<file path="config.mk">
export PLATFORM = sky130hd
export DESIGN_NAME = int_core
export DESIGN_NICKNAME = d
export VERILOG_FILES = /design/src/rtl/cpu_pkg.sv /design/src/rtl/int_if.sv /design/src/rtl/int_core.sv /design/src/rtl/core_sequencer.sv /design/src/rtl/core_datapath.sv /design/src/rtl/int_capture.sv
export SDC_FILE = /design/constraint.sdc
export NUM_CORES = 1
export LEC_CHECK = 0
export ABC_AREA = 1
export BUFFER_PORTS_ARGS = -buffer_cell sky130_fd_sc_hd__buf_4
export CAP_MARGIN = 20
export CORE_MARGIN = 1
export CORE_UTILIZATION = 50
export CTS_CLUSTER_DIAMETER = 40
export DETAILED_ROUTE_END_ITERATION = 8
export PLACE_DENSITY = 0.82
export REMOVE_ABC_BUFFERS = 1
export SETUP_SLACK_MARGIN = 0.4
export SLEW_MARGIN = 20
export SYNTH_ARGS = -nofsm -noshare
export SYNTH_HDL_FRONTEND = slang
export SYNTH_SLANG_ARGS = --single-unit
</file>
<file path="constraint.sdc">
create_clock -name clk -period 2.96 [get_ports clk]
set_input_delay 0.592 -clock clk [delete_from_list [all_inputs] [get_ports clk]]
set_output_delay 0.592 -clock clk [all_outputs]
set_load 0.05 [all_outputs]
</file>
<file path="src/rtl/cpu_pkg.sv">
package cpu_pkg;

    localparam int instr_w = 12;
    localparam int pc_w    = 13;
    localparam int x_w     = 12;
    localparam int sp_w    = 8;
    localparam int nib_w   = 4;
    localparam int line_w  = 4;

    typedef logic [instr_w-1:0] instr_t;
    typedef logic [pc_w-1:0]    pc_t;      // Bank bit, page nibble, step byte
    typedef logic [x_w-1:0]     x_t;
    typedef logic [sp_w-1:0]    sp_t;
    typedef logic [nib_w-1:0]   nib_t;
    typedef logic [line_w-1:0]  line_idx_t;

    // Decoded opcodes, anything else executes as NOP
    localparam instr_t op_inc_x = 12'hEE0;
    localparam instr_t op_halt  = 12'hFF8;
    localparam instr_t op_ei    = 12'hF48;

    // Line n vectors to page 1, step n+1
    localparam logic [3:0] int_vector_page = 4'h1;
    localparam pc_t        reset_pc        = 13'h0100;

    typedef enum logic [2:0] {
        st_fetch,
        st_exec,
        st_halt,
        st_push_hi,
        st_push_mid,
        st_push_lo,
        st_jump
    } seq_state_t;

    typedef enum logic [2:0] {
        dp_none,
        dp_inc_pc,
        dp_inc_x,
        dp_set_ie,
        dp_push,       // Registers hold while the stack bus is busy
        dp_enter_int
    } dp_cmd_t;

endpackage
</file>
<file path="src/rtl/int_if.sv">
`timescale 1ns/100ps

interface int_if import cpu_pkg::*; ();

    logic      pending;   // Some line waiting for service
    line_idx_t line;      // Highest pending line
    logic      ack;       // One-cycle pulse at the boundary cycle
    line_idx_t ack_line;

    modport capture (
        output pending,
        output line,
        input  ack,
        input  ack_line
    );

    modport sequencer (
        input  pending,
        input  line,
        output ack,
        output ack_line
    );

endinterface

</file>
<file path="src/rtl/int_core.sv">
`timescale 1ns/100ps

module int_core import cpu_pkg::*; #(
    parameter int int_lines = 15
) (
    input  logic                 clk,
    input  logic                 rst_n,
    input  logic [int_lines-1:0] req,
    input  logic                 instr_valid,
    input  instr_t               instr,
    output logic                 instr_ready,
    output logic                 stack_we,
    output sp_t                  stack_addr,
    output nib_t                 stack_data,
    output logic                 int_ack,
    output line_idx_t            int_ack_line,
    output pc_t                  pc,
    output x_t                   x,
    output logic                 halted
);

    int_if irq ();

    dp_cmd_t   cmd;
    line_idx_t vec_line;
    sp_t       sp;
    logic      ie;

    int_capture #(
        .int_lines (int_lines)
    ) i_int_capture (
        .clk   (clk),
        .rst_n (rst_n),
        .req   (req),
        .irq   (irq.capture)
    );

    core_sequencer i_core_sequencer (
        .clk         (clk),
        .rst_n       (rst_n),
        .instr_valid (instr_valid),
        .instr       (instr),
        .instr_ready (instr_ready),
        .irq         (irq.sequencer),
        .pc          (pc),
        .sp          (sp),
        .ie          (ie),
        .cmd         (cmd),
        .vec_line    (vec_line),
        .stack_we    (stack_we),
        .stack_addr  (stack_addr),
        .stack_data  (stack_data),
        .halted      (halted)
    );

    core_datapath i_core_datapath (
        .clk      (clk),
        .rst_n    (rst_n),
        .cmd      (cmd),
        .vec_line (vec_line),
        .pc       (pc),
        .x        (x),
        .sp       (sp),
        .ie       (ie)
    );

    assign int_ack      = irq.ack;       // Marks the start of entry
    assign int_ack_line = irq.ack_line;

endmodule

</file>
<file path="src/rtl/core_sequencer.sv">
`timescale 1ns/100ps

module core_sequencer import cpu_pkg::*; (
    input  logic      clk,
    input  logic      rst_n,
    input  logic      instr_valid,
    input  instr_t    instr,
    output logic      instr_ready,
    int_if.sequencer  irq,
    input  pc_t       pc,
    input  sp_t       sp,
    input  logic      ie,
    output dp_cmd_t   cmd,
    output line_idx_t vec_line,
    output logic      stack_we,
    output sp_t       stack_addr,
    output nib_t      stack_data,
    output logic      halted
);

    seq_state_t state;
    seq_state_t state_nxt;
    instr_t     instr_q;
    logic       boundary;
    logic       take_int;

    // Interrupts are only taken between instructions or while halted
    assign boundary = (state == st_fetch) || (state == st_halt);
    assign take_int = boundary && irq.pending && ie;

    assign instr_ready  = rst_n && (state == st_fetch) && !take_int;   // Low during reset
    assign irq.ack      = take_int;
    assign irq.ack_line = irq.line;
    assign halted       = (state == st_halt);

    always_comb begin
        state_nxt = state;
        case (state)
            st_fetch: begin
                if (take_int) begin
                    state_nxt = st_push_hi;
                end else if (instr_valid) begin
                    state_nxt = st_exec;
                end
            end
            st_exec: begin
                state_nxt = (instr_q == op_halt) ? st_halt : st_fetch;
            end
            st_halt: begin
                if (take_int) begin
                    state_nxt = st_push_hi;
                end
            end
            st_push_hi:  state_nxt = st_push_mid;
            st_push_mid: state_nxt = st_push_lo;
            st_push_lo:  state_nxt = st_jump;
            st_jump:     state_nxt = st_fetch;
            default:     state_nxt = st_fetch;
        endcase
    end

    always_ff @(posedge clk) begin
        if (!rst_n) begin
            state <= st_fetch;
        end else begin
            state <= state_nxt;
        end
    end

    always_ff @(posedge clk) begin
        if (instr_valid && instr_ready) begin
            instr_q <= instr;
        end
        if (take_int) begin
            vec_line <= irq.line;   // Held for st_jump
        end
    end

    always_comb begin
        cmd = dp_none;
        case (state)
            st_exec: begin
                case (instr_q)
                    op_inc_x: cmd = dp_inc_x;
                    op_ei:    cmd = dp_set_ie;
                    default:  cmd = dp_inc_pc;   // HALT and NOP just step pc
                endcase
            end
            st_push_hi, st_push_mid, st_push_lo: cmd = dp_push;
            st_jump: cmd = dp_enter_int;
            default: cmd = dp_none;
        endcase
    end

    // Stack grows downward, high nibble first
    always_comb begin
        stack_we   = 1'b0;
        stack_addr = sp - sp_t'(1);
        stack_data = pc[11:8];
        case (state)
            st_push_hi: begin
                stack_we = 1'b1;
            end
            st_push_mid: begin
                stack_we   = 1'b1;
                stack_addr = sp - sp_t'(2);
                stack_data = pc[7:4];
            end
            st_push_lo: begin
                stack_we   = 1'b1;
                stack_addr = sp - sp_t'(3);
                stack_data = pc[3:0];
            end
            default: begin
            end
        endcase
    end

    // Each ack is followed by exactly three back-to-back stack writes
    push_window: assert property (
        @(posedge clk) disable iff (!rst_n)
        irq.ack |=> stack_we [*3] ##1 !stack_we
    );

    no_fetch_on_ack: assert property (
        @(posedge clk) disable iff (!rst_n)
        !(instr_ready && irq.ack)
    );

endmodule

</file>
<file path="src/rtl/core_datapath.sv">
`timescale 1ns/100ps

module core_datapath import cpu_pkg::*; (
    input  logic      clk,
    input  logic      rst_n,
    input  dp_cmd_t   cmd,
    input  line_idx_t vec_line,
    output pc_t       pc,
    output x_t        x,
    output sp_t       sp,
    output logic      ie
);

    logic [7:0] vec_step;
    pc_t        pc_vec;

    assign vec_step = {4'h0, vec_line} + 8'd1;
    assign pc_vec   = {pc[pc_w-1], int_vector_page, vec_step};   // Bank bit kept

    always_ff @(posedge clk) begin
        if (!rst_n) begin
            pc <= reset_pc;
            x  <= '0;
            sp <= '0;
            ie <= 1'b0;
        end else begin
            case (cmd)
                dp_inc_pc: begin
                    pc <= pc + 1'b1;
                end
                dp_inc_x: begin
                    pc <= pc + 1'b1;
                    x  <= x + 1'b1;    // Wraps at 4096
                end
                dp_set_ie: begin
                    pc <= pc + 1'b1;
                    ie <= 1'b1;
                end
                dp_enter_int: begin
                    pc <= pc_vec;
                    sp <= sp - sp_t'(3);   // Three nibbles went onto the stack
                    ie <= 1'b0;
                end
                default: begin
                    // dp_none and dp_push leave everything as is
                end
            endcase
        end
    end

    // Line 15 would step past the vector table
    vec_line_range: assert property (
        @(posedge clk) disable iff (!rst_n)
        cmd == dp_enter_int |-> vec_line < line_idx_t'(15)
    );

endmodule

</file>
<file path="src/rtl/int_capture.sv">
`timescale 1ns/100ps

module int_capture import cpu_pkg::*; #(
    parameter int int_lines = 15
) (
    input  logic                 clk,
    input  logic                 rst_n,
    input  logic [int_lines-1:0] req,
    int_if.capture               irq
);

    logic [int_lines-1:0] req_q;
    logic [int_lines-1:0] pend;
    logic [int_lines-1:0] rise;
    logic [int_lines-1:0] clr_mask;
    line_idx_t            line_sel;

    assign rise = req & ~req_q;

    always_comb begin
        clr_mask = '0;
        if (irq.ack && irq.ack_line < int_lines) begin
            clr_mask[irq.ack_line] = 1'b1;
        end
    end

    always_ff @(posedge clk) begin
        if (!rst_n) begin
            req_q <= '0;
            pend  <= '0;
        end else begin
            req_q <= req;
            // A fresh edge on the acked line survives the clear
            pend  <= (pend & ~clr_mask) | rise;
        end
    end

    // Higher index wins, so the last hit in the loop is kept
    always_comb begin
        line_sel = '0;
        for (int i = 0; i < int_lines; i++) begin
            if (pend[i]) begin
                line_sel = line_idx_t'(i);
            end
        end
    end

    assign irq.pending = |pend;
    assign irq.line    = line_sel;

    // Sequencer may only acknowledge a line that is actually pending
    ack_on_pending: assert property (
        @(posedge clk) disable iff (!rst_n)
        irq.ack |-> irq.pending && irq.ack_line < int_lines && pend[irq.ack_line]
    );

endmodule

</file>
==> metrics <==
sequential cell area=1840 um2; yosys warns=0; sw frac=29.7%; Pre-antenna DRT Iters=4; slew margin rel.=64.2%; post-detail-place hpwl=7370 um; core area=8180 um2; Total GRT Usage=22.8%; Synth Area in Compound Gates=9.84%; Yosys cell types=43; fillers=721; initial antenna violation count=0; Final Cycle Share=83.5%; Crit Path Max Fanout=5; worst slew pin tran=0.533 ns; FF+latch count, synth=83; simple-gate area share of the yosys netlist=30.0%; status=complete, no violations; sequential power share=50.2%; diode count=0; Startpoint Class=register; clock tree buffer depth=2; WP buf/inv=2; First DRT Iteration DRCs=172; Max-Cap Viols=0; top cell type's share of synthesized area=31.9%; CP peak stage delay=0.40 ns; Via density=5.18; clock root buffer=clkbuf_8; Worst path slowest cell=dfxtp_4; reg-to-reg startpoint=i_int_capture.pend[11]; RSZ-0062 raised after global routing=true; WL/cell=13.2 um; Psw=730 uW; P_leak=2.47 nW; Nets=687; HP Class=input port to register; first-pass GRT wire length=15900 um; htree depth=3; Avg Cell Area, Syn=7.50 um2; final setup fails=0; share of layout cells above drive strength 1=25.1%; synthesized-area fraction occupied by adder cells=2.38%; Clk pin slew, worst setup/hold paths=0.09 ns; count of hold-fix buffers inserted at cts=0; Remaining DRCs=0; multiplexer area fraction after synthesis=0%; Clock Power Share=33.8%; largest family of logic cells by synthesized area=simple AND/OR/NAND/NOR gates; Data required, critical path=2.37 ns; area grow syn2layout=25.0%; Gate Count Post-Synth=561; Synth Cell Area=4210 um2; Clock Skew=0.00803 ns; grt ovf=0; Tmin final=2.47 ns; area of the multi-input gates=2040 um2; crit path kind=register to primary output; chip height=93.8 um; Worst setup EP type=primary output; Synth Area in XOR/XNOR=4.58%; worst skew pair latency=0.36 ns; Starting Density=51.5%; Die Wd=93.8 um; Synth area leaders=dfxtp_1, nand2_1, edfxtp_1; I/O pin count=75; TritonCTS clock tree=yes; port bufs=74; Final Max Slew Viols=0; sequential share of the synthesized area=43.3%; die footprint=8790 um2; Antenna Nets Post-Route=0; # clock sinks=83; total clock buffers created by CTS=9; CP arrival=1.88 ns; fmax=405 MHz; post-layout util=64.4%; vias in the first global route=3648; startpoint of the worst hold path=instr[2]; crit path launch=i_core_datapath.sp[2]; cell taking the most area after synthesis=dfxtp_1; logic gate share of total power=16.0%; internal power=1.73 mW; via count=3928; largest net degree at the start of global routing=35; Pwr per Cell Area=468 nW/um2; final WL=9990 um; worst-path cell chain=inv_2 -> ha_1 -> a21oi_4 -> nand2_1 -> xor2_1 -> nor2_1 -> a21oi_1 -> buf_4; GP Congestion=0.924; CP delay by family, top=flip-flops; Final Hold Fails=0; Peak VDD IR=260 uV; Cell Rows=33; Final TNS setup=0 ns
==> logic make-up after synthesis <==
family,Yosys count
compound gates,71
xor+xnor,22
fa+ha+maj,8
buf+inv,110
flops,83
simple gates,267
==> cell usage in the layout, fill, tap and decap left out, drive strengths merged, types with 14 or more instances in the layout <==
| cell type | n |
|---|---|
| edfxtp | 16 |
| dfxtp | 67 |
| xor2 | 19 |
| inv | 100 |
| a21oi | 28 |
| nand3 | 46 |
| buf | 87 |
| nor2 | 44 |
| o21ai | 19 |
| nand2 | 133 |
| or2 | 14 |
==> metal layers <==
layer	GRT usage, %	wire [um]	part of all wire, %	vias up
li1	-	-	-	1985
met1	27.5	4310	43	1803
met2	40.3	5040	50	124
met3	4.05	511	5.1	16
met4	8.59	127	1.3	0
met5	0	0	0	-
==> metrics by stage <==
stage	power, mW	cells	cell area [um2]	hold WS [ns]	setup WS [ns]
floorplan	1.51	551	4170	0.399	0.115
global placement	1.62	734	4890	0.404	0.529
detailed placement	1.63	734	4890	0.412	0.438
CTS	2.46	751	5130	0.398	0.391
global route	2.56	759	5260	0.392	0.362
finish	2.46	759	5260	0.410	0.489
==> cells in the mapped netlist (all sizes together) <==
library cell  count
o22ai             6
nand3            46
nor3b             2
clkinv            2
a22oi             1
nand3b            3
ha                8
nor3             11
o221ai            6
xnor2             3
o21a              1
a21oi            28
o211ai            7
buf               3
a211oi            2
xor2             19
dfxtp            67
edfxtp           16
nor2             44
nand2           133
nand4             6
nor4              8
or2              14
inv              98
clkbuf            7
o21ai            19
a31oi             1
==> power groups by stage <==
stage	logic (mW)	registers [mW]	clock network, mW
CTS	0.382	1.23	0.843
detailed placement	0.375	1.26	0
global placement	0.366	1.26	0
global route	0.427	1.24	0.894
floorplan	0.233	1.27	0
finish	0.393	1.24	0.832
==> layout make-up <==
class	count	area share, %
multi-input combinational	368	38.7
sequential	83	35.0
timing repair buffer	87	12.6
inverter	100	7.35
tap	105	2.50
clock buffer	9	2.35
clock inverter	7	1.45
==> state kept, by name, indices dropped and copies added (netlist names) <==
name and count:
i_core_datapath.ie 1, i_core_datapath.pc 13, i_core_datapath.sp 8, i_core_datapath.x 12, i_core_sequencer.instr_q 12, i_core_sequencer.state 3, i_core_sequencer.vec_line 4, i_int_capture.pend 15
i_int_capture.req_q 15
==> worst paths after layout <==
kind	endpoint	cells past startpoint	slack, ns
max	stack_addr[5]	8	0.49
max reg2reg	i_core_sequencer.instr_q[3]	8	1.03
min reg2reg	i_int_capture.pend[12]	1	0.42
min	i_core_sequencer.instr_q[2]	1	0.41
==> repair_timing <==
action,in CTS,in global routing
pin swaps,1,5
buffers inserted,1,8
resized for setup,14,27
cloned,0,0
setup endpoints to repair,13,13
No activity file was read; power rests on OpenSTA's default activity.
